==> src/hw/circle_consts.svh <==
`ifndef CIRCLE_CONSTS_SVH
`define CIRCLE_CONSTS_SVH

// Visible screen area in pixels
`define SCREEN_W 160
`define SCREEN_H 120

// Pixel coordinate widths, enough for 0..159 and 0..119
`define X_DW 8
`define Y_DW 7

// Radius is an unsigned byte, so up to 255
`define RADIUS_DW 8

// Signed working width for centre +/- radius
// 255 + 255 = 510 still fits in 10 bits signed
`define COORD_DW 10

// Colour index width
`define COLOUR_DW 3

`endif

==> src/hw/circle_pkg.sv <==
package circle_pkg;

`include "circle_consts.svh"

    // One drawing request, held for the whole drawing
    typedef struct packed {
        logic [`X_DW-1:0]      centre_x;
        logic [`Y_DW-1:0]      centre_y;
        logic [`RADIUS_DW-1:0] radius;
        logic [`COLOUR_DW-1:0] colour;
    } circle_req_t;

    // Pixel handed to the screen sink
    typedef struct packed {
        logic [`X_DW-1:0]      x;
        logic [`Y_DW-1:0]      y;
        logic [`COLOUR_DW-1:0] colour;
    } pixel_t;

    // Commands from the controller to the datapath
    typedef struct packed {
        logic       clear_run;
        logic       load_init;
        logic       step;
        // Which of the eight mirrored points is shown
        logic [2:0] octant_sel;
        logic       plot_en;
    } dp_ctrl_t;

endpackage

==> src/hw/circle_datapath.sv <==
`timescale 1ns/1ps

`include "circle_consts.svh"

module circle_datapath (
    input  logic                    clk,
    input  logic                    resetn,
    input  circle_pkg::circle_req_t req,
    input  logic                    latch_req,
    input  circle_pkg::dp_ctrl_t    ctrl,
    output logic                    clear_last,
    output logic                    more,
    output circle_pkg::pixel_t      pixel,
    output logic                    plot
);

    // Criterion needs headroom beyond the coordinate range
    localparam int CRIT_DW = `COORD_DW + 2;

    circle_pkg::circle_req_t req_q;

    logic signed [`COORD_DW-1:0] offset_x;
    logic signed [`COORD_DW-1:0] offset_y;
    logic signed [CRIT_DW-1:0]   crit;

    logic signed [`COORD_DW-1:0] next_y;
    logic signed [`COORD_DW-1:0] next_x;

    logic signed [`COORD_DW-1:0] cx;
    logic signed [`COORD_DW-1:0] cy;
    logic signed [`COORD_DW-1:0] pt_x;
    logic signed [`COORD_DW-1:0] pt_y;
    logic                        on_screen;

    circle_pkg::pixel_t clear_pixel;
    logic               clear_plot;

    screen_clear u_clear (
        .clk    (clk),
        .resetn (resetn),
        .run    (ctrl.clear_run),
        .pixel  (clear_pixel),
        .plot   (clear_plot),
        .last   (clear_last)
    );

    // Request copy taken when the controller accepts start
    always_ff @(posedge clk) begin
        if (latch_req) begin
            req_q <= req;
        end
    end

    // Offsets after this step
    // x only moves once crit is positive
    assign next_y = offset_y + `COORD_DW'(1);
    assign next_x = (crit <= 0) ? offset_x : offset_x - `COORD_DW'(1);

    always_ff @(posedge clk) begin
        if (!resetn) begin
            offset_x <= '0;
            offset_y <= '0;
            crit     <= '0;
        end else if (ctrl.load_init) begin
            offset_x <= $signed({2'b00, req_q.radius});
            offset_y <= '0;
            crit     <= CRIT_DW'(1) - $signed({4'b0000, req_q.radius});
        end else if (ctrl.step) begin
            offset_x <= next_x;
            offset_y <= next_y;
            if (crit <= 0) begin
                crit <= crit + CRIT_DW'(2 * next_y) + CRIT_DW'(1);
            end else begin
                crit <= crit + CRIT_DW'(2 * (next_y - next_x)) + CRIT_DW'(1);
            end
        end
    end

    assign more = (offset_y <= offset_x);

    // Centre widened to the signed working range
    assign cx = $signed({2'b00, req_q.centre_x});
    assign cy = $signed({3'b000, req_q.centre_y});

    // Mirror the octant step into all eight points
    always_comb begin
        case (ctrl.octant_sel)
            3'd0: begin
                pt_x = cx + offset_x;
                pt_y = cy + offset_y;
            end
            3'd1: begin
                pt_x = cx + offset_y;
                pt_y = cy + offset_x;
            end
            3'd2: begin
                pt_x = cx - offset_y;
                pt_y = cy + offset_x;
            end
            3'd3: begin
                pt_x = cx - offset_x;
                pt_y = cy + offset_y;
            end
            3'd4: begin
                pt_x = cx - offset_x;
                pt_y = cy - offset_y;
            end
            3'd5: begin
                pt_x = cx - offset_y;
                pt_y = cy - offset_x;
            end
            3'd6: begin
                pt_x = cx + offset_y;
                pt_y = cy - offset_x;
            end
            default: begin
                pt_x = cx + offset_x;
                pt_y = cy - offset_y;
            end
        endcase
    end

    // Clip against the visible area
    assign on_screen = (pt_x >= 0) && (pt_x < `COORD_DW'(`SCREEN_W)) &&
                       (pt_y >= 0) && (pt_y < `COORD_DW'(`SCREEN_H));

    // Clear scan owns the output while it runs
    always_comb begin
        if (ctrl.clear_run) begin
            pixel = clear_pixel;
            plot  = clear_plot;
        end else begin
            pixel.x      = pt_x[`X_DW-1:0];
            pixel.y      = pt_y[`Y_DW-1:0];
            pixel.colour = req_q.colour;
            plot         = ctrl.plot_en && on_screen;
        end
    end

endmodule

==> src/hw/circle_fsm.sv <==
`timescale 1ns/1ps

module circle_fsm (
    input  logic                 clk,
    input  logic                 resetn,
    input  logic                 start,
    input  logic                 more,
    input  logic                 clear_last,
    output circle_pkg::dp_ctrl_t ctrl,
    output logic                 latch_req,
    output logic                 done
);

    typedef enum logic [2:0] {
        s_idle,
        s_clear,
        s_init,
        s_plot,
        s_step,
        s_finish
    } state_t;

    state_t     state;
    state_t     state_next;
    logic [2:0] oct_cnt;

    // Request is taken on the cycle start is seen in idle
    assign latch_req = (state == s_idle) && start;

    always_ff @(posedge clk) begin
        if (!resetn) begin
            state <= s_idle;
        end else begin
            state <= state_next;
        end
    end

    always_comb begin
        state_next = state;
        case (state)
            s_idle: begin
                if (start) begin
                    state_next = s_clear;
                end
            end
            s_clear: begin
                if (clear_last) begin
                    state_next = s_init;
                end
            end
            s_init: begin
                state_next = s_plot;
            end
            s_plot: begin
                // more is checked on entry, the offsets hold through all eight points
                if (!more) begin
                    state_next = s_finish;
                end else if (oct_cnt == 3'd7) begin
                    state_next = s_step;
                end
            end
            s_step: begin
                state_next = s_plot;
            end
            s_finish: begin
                if (!start) begin
                    state_next = s_idle;
                end
            end
            default: begin
                state_next = s_idle;
            end
        endcase
    end

    // Octant index walks 0..7 and wraps back for the next step
    always_ff @(posedge clk) begin
        if (!resetn) begin
            oct_cnt <= '0;
        end else if (state == s_plot && more) begin
            oct_cnt <= oct_cnt + 1'b1;
        end else begin
            oct_cnt <= '0;
        end
    end

    always_comb begin
        ctrl.clear_run  = (state == s_clear);
        ctrl.load_init  = (state == s_init);
        ctrl.step       = (state == s_step);
        ctrl.octant_sel = oct_cnt;
        ctrl.plot_en    = (state == s_plot) && more;
    end

    assign done = (state == s_finish);

endmodule

==> src/hw/circle_top.sv <==
`timescale 1ns/1ps

module circle_top (
    input  logic                    clk,
    input  logic                    resetn,
    input  logic                    start,
    input  circle_pkg::circle_req_t req,
    output logic                    done,
    output circle_pkg::pixel_t      pixel,
    output logic                    plot
);

    circle_pkg::dp_ctrl_t ctrl;
    logic                 latch_req;
    logic                 more;
    logic                 clear_last;

    circle_fsm u_fsm (
        .clk        (clk),
        .resetn     (resetn),
        .start      (start),
        .more       (more),
        .clear_last (clear_last),
        .ctrl       (ctrl),
        .latch_req  (latch_req),
        .done       (done)
    );

    circle_datapath u_dp (
        .clk        (clk),
        .resetn     (resetn),
        .req        (req),
        .latch_req  (latch_req),
        .ctrl       (ctrl),
        .clear_last (clear_last),
        .more       (more),
        .pixel      (pixel),
        .plot       (plot)
    );

endmodule

==> src/hw/screen_clear.sv <==
`timescale 1ns/1ps

`include "circle_consts.svh"

module screen_clear (
    input  logic                clk,
    input  logic                resetn,
    input  logic                run,
    output circle_pkg::pixel_t  pixel,
    output logic                plot,
    output logic                last
);

    logic [`X_DW-1:0] x_cnt;
    logic [`Y_DW-1:0] y_cnt;
    logic             y_wrap;

    assign y_wrap = (y_cnt == `Y_DW'(`SCREEN_H - 1));

    // Column by column, y is the fast index
    always_ff @(posedge clk) begin
        if (!resetn) begin
            x_cnt <= '0;
            y_cnt <= '0;
        end else if (!run) begin
            x_cnt <= '0;
            y_cnt <= '0;
        end else if (y_wrap) begin
            y_cnt <= '0;
            x_cnt <= x_cnt + 1'b1;
        end else begin
            y_cnt <= y_cnt + 1'b1;
        end
    end

    // Every scanned position is painted black
    always_comb begin
        pixel.x      = x_cnt;
        pixel.y      = y_cnt;
        pixel.colour = '0;
    end

    assign plot = run;

    // Bottom right corner closes the scan
    assign last = run && y_wrap && (x_cnt == `X_DW'(`SCREEN_W - 1));

endmodule

==> config.mk <==
export PLATFORM = sky130hd
export DESIGN_NAME = circle_top
export DESIGN_NICKNAME = d
export VERILOG_FILES = /design/src/hw/circle_pkg.sv /design/src/hw/circle_datapath.sv /design/src/hw/circle_fsm.sv /design/src/hw/circle_top.sv /design/src/hw/screen_clear.sv
export VERILOG_INCLUDE_DIRS = /design/src /design/src/hw
export SDC_FILE = /design/constraint.sdc
export NUM_CORES = 1
export LEC_CHECK = 0
export BUFFER_PORTS_ARGS = -buffer_cell sky130_fd_sc_hd__buf_2
export CAP_MARGIN = 5
export CORE_ASPECT_RATIO = 1.75
export CORE_UTILIZATION = 60
export CTS_CLUSTER_SIZE = 20
export DETAILED_ROUTE_END_ITERATION = 12
export PLACE_DENSITY = 0.89
export SLEW_MARGIN = 5
export SYNTH_ARGS = -nofsm -noshare
export SYNTH_HDL_FRONTEND = slang
export SYNTH_SLANG_ARGS = --single-unit
==> constraint.sdc <==
create_clock -name clk -period 5.3 [get_ports clk]
set_input_delay 0.265 -clock clk [delete_from_list [all_inputs] [get_ports clk]]
set_output_delay 0.265 -clock clk [all_outputs]
set_load 0.03 [all_outputs]
After elaboration in Yosys (flattened, before gate mapping):

Index checks and enable logic that the tools add are counted.

* mux-type cells: 16
* add/sub/neg operators: 19
* bitwise logic cells: 2
* reductions and logical operators: 23
* magnitude comparators: 6
* equality and inequality tests: 18

Operators by type and width (number)
* case mux 10 bit (3 select lines): 2
* two-way mux 12 bit: 3
* adder 12 x 2 -> 12 bit, second input constant: 2
* adder 8 x 10 -> 10 bit: 2
* adder 9 x 10 -> 10 bit: 2
* >= comparator 10 x 1 -> 1 bit, second input constant: 2
* subtractor 8 x 10 -> 10 bit: 2
* subtractor 9 x 10 -> 10 bit: 2
* == test 3 bit, second input constant: 6
* two-way mux 18 bit: 1
* two-way mux 8 bit: 2
* OR reduction 2 bit: 8
* two-way mux 3 bit: 5
* case mux 3 bit (5 select lines): 1
* adder 12 x 11 -> 12 bit: 1
* adder 12 bit: 1
* == test 3 x 2 -> 1 bit, second input constant: 4
* <= comparator 12 x 1 -> 1 bit, second input constant: 1
* subtractor 10 x 10 -> 11 bit: 1
* adder 10 x 2 -> 10 bit, second input constant: 1
* <= comparator 10 bit: 1
* less-than comparator 10 x 8 -> 1 bit, second input constant: 1
* less-than comparator 10 x 9 -> 1 bit, second input constant: 1
* two-way mux 10 bit: 1
* other kinds (18): 31

* bits in registers: 79
* bits of input ports: 29
* output and inout bits: 20
* logic and storage cells: 96

Depth between registers and ports, before layout:

Gate-level depths: netlist of run 1.

* depth in word-level cells: 9
* depth in mapped cells: 21
* mapped depth without buffers: 20

Hierarchy:

From an unflattened synthesis of run 1, not the netlist that was laid out.

* cell total of the unflattened synthesis: 932
* area, all modules: 7505.9 µm²

Modules (own cells, without submodules)
* circle_datapath: area an instance 6417.4 µm², instances 1, seq. area each 1421.4 µm², cells an instance 811
* screen_clear: area an instance 738.2 µm², instances 1, seq. area each 300.3 µm², cells an instance 82
* circle_fsm: area an instance 350.3 µm², instances 1, seq. area each 120.1 µm², cells an instance 39

Least setup slack after synthesis of run 1:

OpenSTA, ideal clock, no wires.

* kind: reg-to-output
* from: register u_dp.offset_y[0]
* to: output plot
* slack: 1.041 ns
* data arrival time: 3.994 ns
* path buffers: 0
* stages on the path, launching flop included: 15
* required time: 5.035 ns
* path through: dfxtp_1 > inv_1 > ha_1 > or3b_2 > or3_1 > and3_1 > a211o_1 > nand2_1 > a21oi_1 > a21oi_1 > ha_1 > or3_1 > a31o_2 > a221o_1 > o31ai_2

* word-level cells in the longest chain between the ends: 8
* elaborated cells on any way between the ends: 17
* classes of those cells: 4 x add/sub; 5 x order compare; 3 x mux; 5 x reduce/logical

RTL lines
* from (decl): line circle_datapath.sv:23 `` logic signed [`COORD_DW-1:0] offset_y; ``
* from (signal assigned): line circle_datapath.sv:70 `offset_y <= next_y;`
* adder 9 x 10 -> 10 bit / subtractor 9 x 10 -> 10 bit (equally long branches)
* case mux 10 bit (3 select lines): line circle_datapath.sv:87 `case (ctrl.octant_sel)`
* >= comparator 10 x 1 -> 1 bit / less-than comparator 10 x 9 -> 1 bit (equally long branches): line circle_datapath.sv:124 `` assign on_screen = (pt_x >= 0) && (pt_x < `COORD_DW'(`SCREEN_W)) && ``
* logical AND 1 bit (3 in a row): line circle_datapath.sv:124
* logical AND 1 bit (*): line circle_datapath.sv:136 `plot = ctrl.plot_en && on_screen;`
* two-way mux 1 bit (*): line circle_datapath.sv:129 `if (ctrl.clear_run) begin`
* to (decl): line circle_top.sv:10 `output logic plot`

Mark *: on every way between the ends. The rest lies on a longest branch, timed or not.

Final worst setup path of run 1:

Ends and elaborated chain as after synthesis.

==> results.cfg, run 1 <==
[floorplan]
die_area_mm2 = 0.0123
ios = 49
die_h_um = 146
rows = 52
die_x_um = 84.1
core_mm2 = 0.0115
start_util_pct = 61.5

[yosys]
synth_most_common_cell = nor2_1
synth-seq-area-share_pct = 26.0
netlist_area_mm2 = 0.00708
synth_edf_count = 26
ys_types = 68
synth_area_leader_cell = dfxtp_1
syn_nets = 997
synth_seq_cells = 79
synth.area.top_cells = dfxtp_1, ha_1, edfxtp_1, nor2_1, xnor2_1
async_flop_share_pct = 0
yosys_warnings = 0
postSynthAreaPerCell_um2 = 7.90
synth_commonest_cells = nor2_1, nand2_1, ha_1
synth_flop_cell = dfxtp_1
syn_inst = 896
yosysTopAreaCellShare_pct = 15.0

[grt]
grt_overflow_total = 0
grt_max_degree = 24
grt_pass1_vias = 7022
grt_use_total_pct = 36.6
grt_pass1_wl_um = 34700
antenna_found_initial = 0

[pwr]
clockPowerShare_pct = 25.5
p_int_uw = 1390
combinationalPowerShare_pct = 45.1
ir_drop_mv = 0.190
p_seq_share_pct = 29.4
p_total_uw = 2350
p_leak_uw = 0.00324
p_switching_uw = 959
swShare_pct = 40.9
cellPowerDensity_mw_per_mm2 = 302

[setup_path]
worstPathArrival_ns = 4.66
end_kind = output pin
reg2reg_to = u_dp.crit[11]
crit_chain = inv_1 -> ha_1 -> or3b_2 -> or3_1 -> and3_1 -> a211o_1 -> nand2_1 -> a21oi_1 -> a21oi_1 -> ha_1 -> or3_1 -> a31o_2 -> a221o_1 -> o31ai_2 -> buf_2
endpoint = plot
cp.depth = 15
path_buf_inv = 2
cp_slowest_stage_delay_ns = 0.53
worstSetupStartpoint = u_dp.offset_y[0]
reg2reg_from = u_dp.crit[0]
r2r_slack_ns = 0.68
critical_path.slowest_cell = or3b_2
reg2reg_depth = 20
crit_family = simple AND/OR/NAND/NOR gates
critPathRequiredTime_ns = 5.04
worstPathMaxFanout = 6
start_kind = register
crit_type = reg -> out

[cells_and_area]
fill_cells = 922
drive_gt1_share_pct = 11.3
final_nets = 1036
area_delta_synth_final_pct = 9.58
antenna_cells = 0

[drt]
avgRoutedWirePerCell_um = 20.2
via_per_inst = 6.65
postRouteWirelength_um = 21700
antenna_left = 0
drt_iter0_markers = 617
firstDrtPassIters = 6
vias = 7148
remaining_drc_errors = 0

[cts]
postCtsResizedCells = 0
cts_tree = done
cts-root-buf = clkbuf_16
clockBufferDepth = 2
numCtsBuffers = 9
clkSlewWorstSetupHoldPaths_ns = 0.07
cts_setup_buffers = 0
cts.sink_count = 79
clock_latency_ns = 0.35
ctsHoldBuffers = 0
h-tree-depth = 3

[timing]
setup_viol = 0
layout_min_cycle_time_ns = 4.92
rsz0062_at_grt = no
finalMaxSlewViolations = 0
slew_headroom_pct = 33.7
clock_skew_ns = 0.00981
fin_crit_sh_pct = 92.9
tightestPinTransition_ns = 0.993
hold_violations = 0
max_freq_mhz = 203
tns_ns = 0

[placed_design]
gp_congestion = 1.02
io_buffer_count = 48
dpl.hpwl_um = 16800

[run_status]
status = complete, no violations

[hold_path]
hold_path_class = in -> reg

[run]
max-cap-violations = 0
## stage by stage
stage	hold WS, ns	worst slack [ns]	instance area, µm²	util [%]	std cells
after detailed placement	0.443	0.750	7480	64.9	1059
after global placement	0.441	0.869	7480	64.9	1059
after floorplan	0.364	1.04	7080	-	896
after CTS	0.0794	0.478	7760	67.4	1075
final	0.0855	0.375	7760	67.4	1075
after global routing	0.0809	0.162	7760	67.4	1075
## worst min-delay path by stage
stage	startpoint	end	slack [ns]	depth (start not counted)
floorplan	req[18]	u_dp.cx[0]	0.36	0
global placement	req[2]	u_dp.req_q[2]	0.44	1
detailed placement	req[24]	u_dp.cx[6]	0.44	1
CTS	req[5]	u_dp.req_q[5]	0.08	1
global route	req[20]	u_dp.cx[2]	0.08	1
finish	req[7]	u_dp.req_q[7]	0.09	1
## power groups by stage
stage / combinational (µW) / clock [µW] / sequential, µW
finish: 1060 / 598 / 689
global route: 1150 / 625 / 692
CTS: 1030 / 603 / 688
detailed placement: 1020 / 0 / 701
global placement: 1000 / 0 / 700
floorplan: 762 / 0 / 690
## cell families (layout without fill, tap and decap cells)
family | count (synthesis) | count (layout) | synth area share, %
AND/OR/NAND/NOR | 342 | 342 | 22.6
AO/OA/AOI/OAI | 237 | 237 | 23.0
buffers and inverters | 83 | 127 | 4.51
adder cells (fa/ha/maj) | 72 | 72 | 13.3
XOR/XNOR | 74 | 74 | 9.37
multiplexers | 9 | 9 | 1.31
flip-flops | 79 | 79 | 26.0
## registers in the layout, summed over array words and instances (netlist names)
| signal | flops |
|---|---|
| u_dp.offset_y | 10 |
| u_fsm.oct_cnt | 3 |
| u_fsm.state | 3 |
| u_dp.cx | 8 |
| u_dp.req_q | 11 |
| u_dp.crit | 12 |
| u_dp.u_clear.x_cnt | 8 |
| u_dp.cy | 7 |
| u_dp.offset_x | 10 |
| u_dp.u_clear.y_cnt | 7 |
## placed cells by master (no fill, tap or decap), types with 9 or more instances in the layout
cell type / netlist / routed
a21oi_1: 64 / 64
nor2b_1: 11 / 11
or2_2: 10 / 10
a21o_1: 12 / 12
a211oi_1: 11 / 11
a221oi_1: 9 / 9
or3_1: 13 / 13
o21ai_0: 44 / 44
nand3_1: 18 / 18
ha_1: 67 / 67
inv_1: 47 / 47
nand4_1: 10 / 10
buf_4: 0 / 16
dfxtp_1: 53 / 53
clkbuf_16: 0 / 9
xnor2_1: 43 / 43
nor2_1: 108 / 108
nand2b_1: 9 / 9
edfxtp_1: 26 / 26
and3_1: 14 / 14
o211ai_1: 11 / 11
buf_2: 0 / 48
nor3_1: 32 / 31
a31oi_1: 10 / 10
nand2_1: 94 / 94
xor2_1: 30 / 30
## metal layers
metal	global-route usage, %	up-vias	share of wire [%]
li1	-	3341	-
met1	36.1	3279	34
met2	64.9	381	50
met3	6.13	147	5.9
met4	32.0	0	9.8
met5	0	-	0
## worst reg2reg max path, cell delays in order, from the launching register on
cell and delay [ns]:
dfxtp_1 0.49, nor4_1 0.12, a31oi_1 0.40, buf_4 0.28, xnor2_1 0.15, ha_1 0.19, inv_1 0.06, fa_1 0.39
a21o_1 0.21, a21oi_1 0.21, nand2b_1 0.15, nand2_1 0.05, a21oi_1 0.17, xnor2_1 0.16, ha_1 0.31, and3_1 0.19
a311o_1 0.37, a21o_1 0.18, a21oi_1 0.16, xor2_1 0.17, a211oi_1 0.09
## final cells by class
class	instances	area, µm²	area share (%)
clock inverters	6	51.3	0.661
flip-flops and latches	79	1840	23.7
clock buffers	10	229	2.95
well taps	135	169	2.18
inverters	47	176	2.27
repair buffers	64	360	4.65
multi-input cells	734	4930	63.5
Note: power is estimated with default switching activity, not from simulation.
==> run 2, diff against run 1 <==
- ABC_AREA: unset -> 1
==> run 2 against run 1 <==
Design area is 2.3% higher. Clock power increased by 15%. Routed wire length up 4.0%. Synthesized cell count up 21%. Core utilization grew 0.42 points. Critical path depth is 6 higher. Setup slack better by 0.32 ns. Fmax is 6.9% higher. Hold slack gained 0.0022 ns. Critical path type unchanged. Largest power group unchanged.
==> results.cfg, run 2 <==
[run_status]
status = complete, no violations

[grt]
grt_pass1_wl_um = 35900
grt_pass1_vias = 7618
grt_max_degree = 27
grt_overflow_total = 0
grt_use_total_pct = 37.0
antenna_found_initial = 0

[timing]
setup_viol = 0
fin_crit_sh_pct = 86.9
max_freq_mhz = 217
finalMaxSlewViolations = 0
tightestPinTransition_ns = 0.767
tns_ns = 0
clock_skew_ns = 0.00717
hold_violations = 0
layout_min_cycle_time_ns = 4.61
slew_headroom_pct = 48.8
rsz0062_at_grt = no
holdWs_ns = 0.0877

[drt]
vias = 7656
antenna_left = 0
postRouteWirelength_um = 22600
highest_layer = met4
firstDrtPassIters = 7
dr_wl_met2_um = 11500
wl_met3_um = 1480
drt-met1-wl_um = 7560
remaining_drc_errors = 0
drt_iter0_markers = 521
avgRoutedWirePerCell_um = 17.8
via_per_inst = 6.03

[yosys]
synth_area_leader_cell = dfxtp_1
yosysTopAreaCellShare_pct = 14.6
syn_nets = 1186
netlist_area_mm2 = 0.00727
synth-seq-area-share_pct = 25.3
synth_seq_cells = 79
synth_commonest_cells = nand2_1, inv_1, nor2_1
async_flop_share_pct = 0
ys_types = 47
syn_inst = 1085
synth_edf_count = 26
synth_most_common_cell = nand2_1
synth.area.top_cells = dfxtp_1, nand2_1, ha_1, edfxtp_1, inv_1
yosys_warnings = 0
synth_flop_cell = dfxtp_1
postSynthAreaPerCell_um2 = 6.70

[cts]
cts_tree = done
numCtsBuffers = 9
cts_setup_buffers = 0
postCtsResizedCells = 0
h-tree-depth = 3
clkSlewWorstSetupHoldPaths_ns = 0.07
cts.sink_count = 79
ctsHoldBuffers = 0
cts-root-buf = clkbuf_16
clock_latency_ns = 0.35
clockBufferDepth = 2

[pwr]
combinationalPowerShare_pct = 45.6
p_int_uw = 1460
p_switching_uw = 1060
p_leak_uw = 0.00388
cellPowerDensity_mw_per_mm2 = 318
swShare_pct = 42.1
ir_drop_mv = 0.282
clockPowerShare_pct = 27.3
p_seq_share_pct = 27.1

[hold_path]
worstHoldPathCells = 1
hold_path_class = in -> reg

[cells_and_area]
drive_gt1_share_pct = 9.16
final_common_cell = nand2_1
antenna_cells = 0
final_nets = 1231
reg.largest.list = u_dp.crit (12), u_dp.req_q (11)
largest_reg_flops = 12
final_cell_mix = nand2_1, inv_1, nor2_1, o21ai_0, nand3_1
regMostFlops = u_dp.crit
area_delta_synth_final_pct = 9.21

[setup_path]
end_kind = output pin
crit_type = reg -> out
worstPathMaxFanout = 12
critPathRequiredTime_ns = 5.04
worstPathArrival_ns = 4.34
reg2reg_depth = 26
start_kind = register

[floorplan]
die_h_um = 148
rows = 52
core_mm2 = 0.0117
ios = 49
start_util_pct = 62.1
die_x_um = 85.2
die_area_mm2 = 0.0126

[placed_design]
io_buffer_count = 48
dpl.hpwl_um = 17400
gp_congestion = 1.06

[run]
max-cap-violations = 0
## run 2: through the flow
step,cell area (µm²),instances,total power [µW],utilization (%),worst slack [ns]
2_1_floorplan,7270,1085,1560,-,1.75
3_3_place_gp,7620,1254,1800,65.0,1.03
3_5_place_dp,7620,1254,1810,65.0,1.01
4_1_cts,7940,1270,2500,67.8,0.770
5_1_grt,7940,1270,2690,67.8,0.342
6_report,7940,1270,2520,67.8,0.694
## run 2: final cells by class
cell class | count | area (µm²)
clock buffer | 10 | 229
clock inverter | 6 | 91.3
fill | 1040 | 3770
inverter | 164 | 616
multi-input combinational | 821 | 4700
sequential | 79 | 1840
tap | 135 | 169
timing repair buffer | 55 | 293
## run 2: power by group through the flow
stage / clock, µW / combinational, µW / sequential [µW]
after global routing: 712 / 1290 / 686
final: 688 / 1150 / 684
after CTS: 686 / 1130 / 683
after global placement: 0 / 1100 / 695
after floorplan: 0 / 873 / 689
after detailed placement: 0 / 1120 / 696
## run 2: layer usage
metal,vias up,global-route usage (%)
li1,3707,-
met1,3471,33.1
met2,333,67.5
met3,145,8.54
met4,0,32.6
met5,-,0
## run 2: cells by family (layout without fill, tap and decap cells)
family                   count (synthesis)  in the layout  share of synthesized area (%)
XOR/XNOR                                36             36                           4.34
flip-flops                              79             79                           25.3
AO/OA/AOI/OAI                          234            234                           18.5
buffers and inverters                  185            235                           10.1
adder cells (fa/ha/maj)                 72             72                           12.9
AND/OR/NAND/NOR                        479            479                           28.8
## run 2: critical path: stages (launching register included)
cell and delay, ns:
dfxtp_1 0.38, inv_1 0.08, ha_1 0.25, o21ai_2 0.42, nand3_1 0.44, inv_1 0.34, a211oi_1 0.08, a21oi_1 0.25
inv_1 0.10, fa_1 0.44, inv_1 0.10, nand4_1 0.13, nand3_1 0.11, nand2_1 0.05, nand2_1 0.08, nand2_1 0.07
nand2_1 0.07, nand3_1 0.09, nor2_1 0.12, nand2_1 0.06, o21ai_1 0.11, buf_2 0.22
## run 2: final timing paths
check / end / slack, ns / startpoint
worst max-delay path: plot / 0.69 / u_fsm.oct_cnt[0]
worst min-delay path: u_dp.req_q[4] / 0.09 / req[4]
worst max register to register: u_dp.crit[10] / 0.92 / u_dp.offset_x[0]
worst min register to register: u_dp.u_clear.y_cnt[0] / 0.48 / u_dp.u_clear.y_cnt[0]
==> run 3, diff against run 2 <==
- PLACE_DENSITY: 0.89 -> 0.79
==> run 3 against run 2 <==
Global-route usage grew 0.79 points. Register-to-register slack lost 0.25 ns. Total power grew 0.21%. Hold slack gained 0.0058 ns. Setup slack lost 0.026 ns. Core utilization grew 0.053 points. Sequential power is essentially flat. Critical endpoint is now u_dp.crit[10]. Largest power group unchanged.
==> results.cfg, run 3 (synthesized netlist as in run 2, its figures left out) <==
[setup_path]
cp_slowest_stage_delay_ns = 0.47
worstPathMaxFanout = 21
critPathRequiredTime_ns = 5.51
reg2reg_to = u_dp.crit[10]
path_buf_inv = 3
endpoint = u_dp.crit[10]
crit_type = reg -> reg
crit_chain = nor4_1 -> nand3_1 -> nand2_1 -> inv_1 -> o21ai_0 -> ha_1 -> a21oi_1 -> o21ai_0 -> a21oi_1 -> o21bai_1 -> xnor2_1 -> inv_1 -> ha_1 -> inv_1 -> nor3_1 -> o21ai_0 -> nand4_1 -> a21oi_1 -> o21ai_0 -> nand2_1 -> nand2_1 -> a21oi_1
worstPathArrival_ns = 4.84
critical_path.slowest_cell = nor4_1
reg2reg_depth = 22
start_kind = register
cp.depth = 22
reg2reg_from = u_dp.crit[0]
worstSetupStartpoint = u_dp.crit[0]
end_kind = register
crit_family = compound AO/OA/AOI/OAI gates
r2r_slack_ns = 0.67

[pwr]
p_total_uw = 2530
cellPowerDensity_mw_per_mm2 = 318
p_leak_uw = 0.00388
ir_drop_mv = 0.334

[timing]
slew_headroom_pct = 27.0
tightestPinTransition_ns = 1.09
setup_viol = 0
max_freq_mhz = 216
tns_ns = 0
rsz0062_at_grt = no
layout_min_cycle_time_ns = 4.63
clock_skew_ns = 0.00745
finalMaxSlewViolations = 0
fin_crit_sh_pct = 87.4
hold_violations = 0

[grt]
antenna_found_initial = 0
grt_pass1_vias = 7338
grt_use_total_pct = 37.7
grt_max_degree = 26
grt_pass1_wl_um = 36100
grt_overflow_total = 0

[drt]
vias = 7600
firstDrtPassIters = 7
avgRoutedWirePerCell_um = 18.4
antenna_left = 0
via_per_inst = 5.98
drt_iter0_markers = 490
remaining_drc_errors = 0
highest_layer = met4
wl_met3_um = 1180
dr_wl_met2_um = 12300
postRouteWirelength_um = 23400
drt-met1-wl_um = 7690

[cts]
clock_latency_ns = 0.35
cts-root-buf = clkbuf_16
clkSlewWorstSetupHoldPaths_ns = 0.06
cts_tree = done
ctsHoldBuffers = 0
cts_setup_buffers = 0
postCtsResizedCells = 0
cts.sink_count = 79
numCtsBuffers = 9
h-tree-depth = 3
clockBufferDepth = 2

[cells_and_area]
antenna_cells = 0
final_common_cell = nand2_1
drive_gt1_share_pct = 9.15
stdcell_area_mm2 = 0.00794
regMostFlops = u_dp.crit
final_nets = 1232
area_delta_synth_final_pct = 9.30
largest_reg_flops = 12
reg.largest.list = u_dp.crit (12), u_dp.req_q (11)
final_cell_mix = nand2_1, inv_1, nor2_1, o21ai_0, nand3_1

[floorplan]
core_mm2 = 0.0117
die_x_um = 85.2
rows = 52
die_h_um = 148
start_util_pct = 62.1
die_area_mm2 = 0.0126
ios = 49

[run]
max-cap-violations = 0

[placed_design]
gp_congestion = 1.04
place_area_mm2 = 0.00762
io_buffer_count = 48
dpl.hpwl_um = 18700

[hold_path]
hold_path_class = in -> reg

[run_status]
status = complete, no violations
-- run 3: cell count changes in the layout (fill, tap and decap cells not counted), sizes merged --
cell	delta
buf	+1
clkinv	-1
inv	+1
-- run 3: routing by layer --
| layer | vias to the layer above | global-route usage [%] |
|---|---|---|
| met5 | - | 0 |
| met4 | 0 | 33.1 |
| met3 | 131 | 5.08 |
| met2 | 304 | 70.3 |
| met1 | 3455 | 35.1 |
| li1 | 3710 | - |
-- run 3: area by class of cell --
class | instances | area [µm²]
multi-input cells | 821 | 4700
fillers | 1119 | 3770
flip-flops and latches | 79 | 1840
repair buffers | 56 | 300
inverters | 164 | 616
well taps | 135 | 169
clock buffers | 10 | 229
clock inverters | 6 | 90.1
-- run 3: worst min-delay path by stage --
stage / from / end / slack [ns] / cells past startpoint
after global placement: req[10] / u_dp.req_q[10] / 0.44 / 1
after global routing: req[7] / u_dp.req_q[7] / 0.09 / 1
after detailed placement: req[3] / u_dp.req_q[3] / 0.44 / 1
after CTS: req[3] / u_dp.req_q[3] / 0.09 / 1
final: req[3] / u_dp.req_q[3] / 0.09 / 1
after floorplan: req[18] / u_dp.cx[0] / 0.36 / 0
-- run 3: metrics by stage --
| stage | cells | hold slack [ns] | setup slack [ns] | util (%) |
|---|---|---|---|---|
| finish | 1271 | 0.0935 | 0.668 | 67.8 |
| detailed placement | 1255 | 0.444 | 0.835 | 65.1 |
| global route | 1271 | 0.0887 | 0.356 | 67.8 |
| floorplan | 1085 | 0.364 | 1.75 | - |
| CTS | 1271 | 0.0923 | 0.776 | 67.8 |
| global placement | 1255 | 0.441 | 0.840 | 65.1 |
-- run 3: report_power, final --
group          leakage (µW)  switching, µW  internal, µW  total (µW)
clock              0.000156            268           417         685
combinational       0.00305            772           384        1160
sequential         0.000676           26.1           659         685
total               0.00388           1070          1460        2530
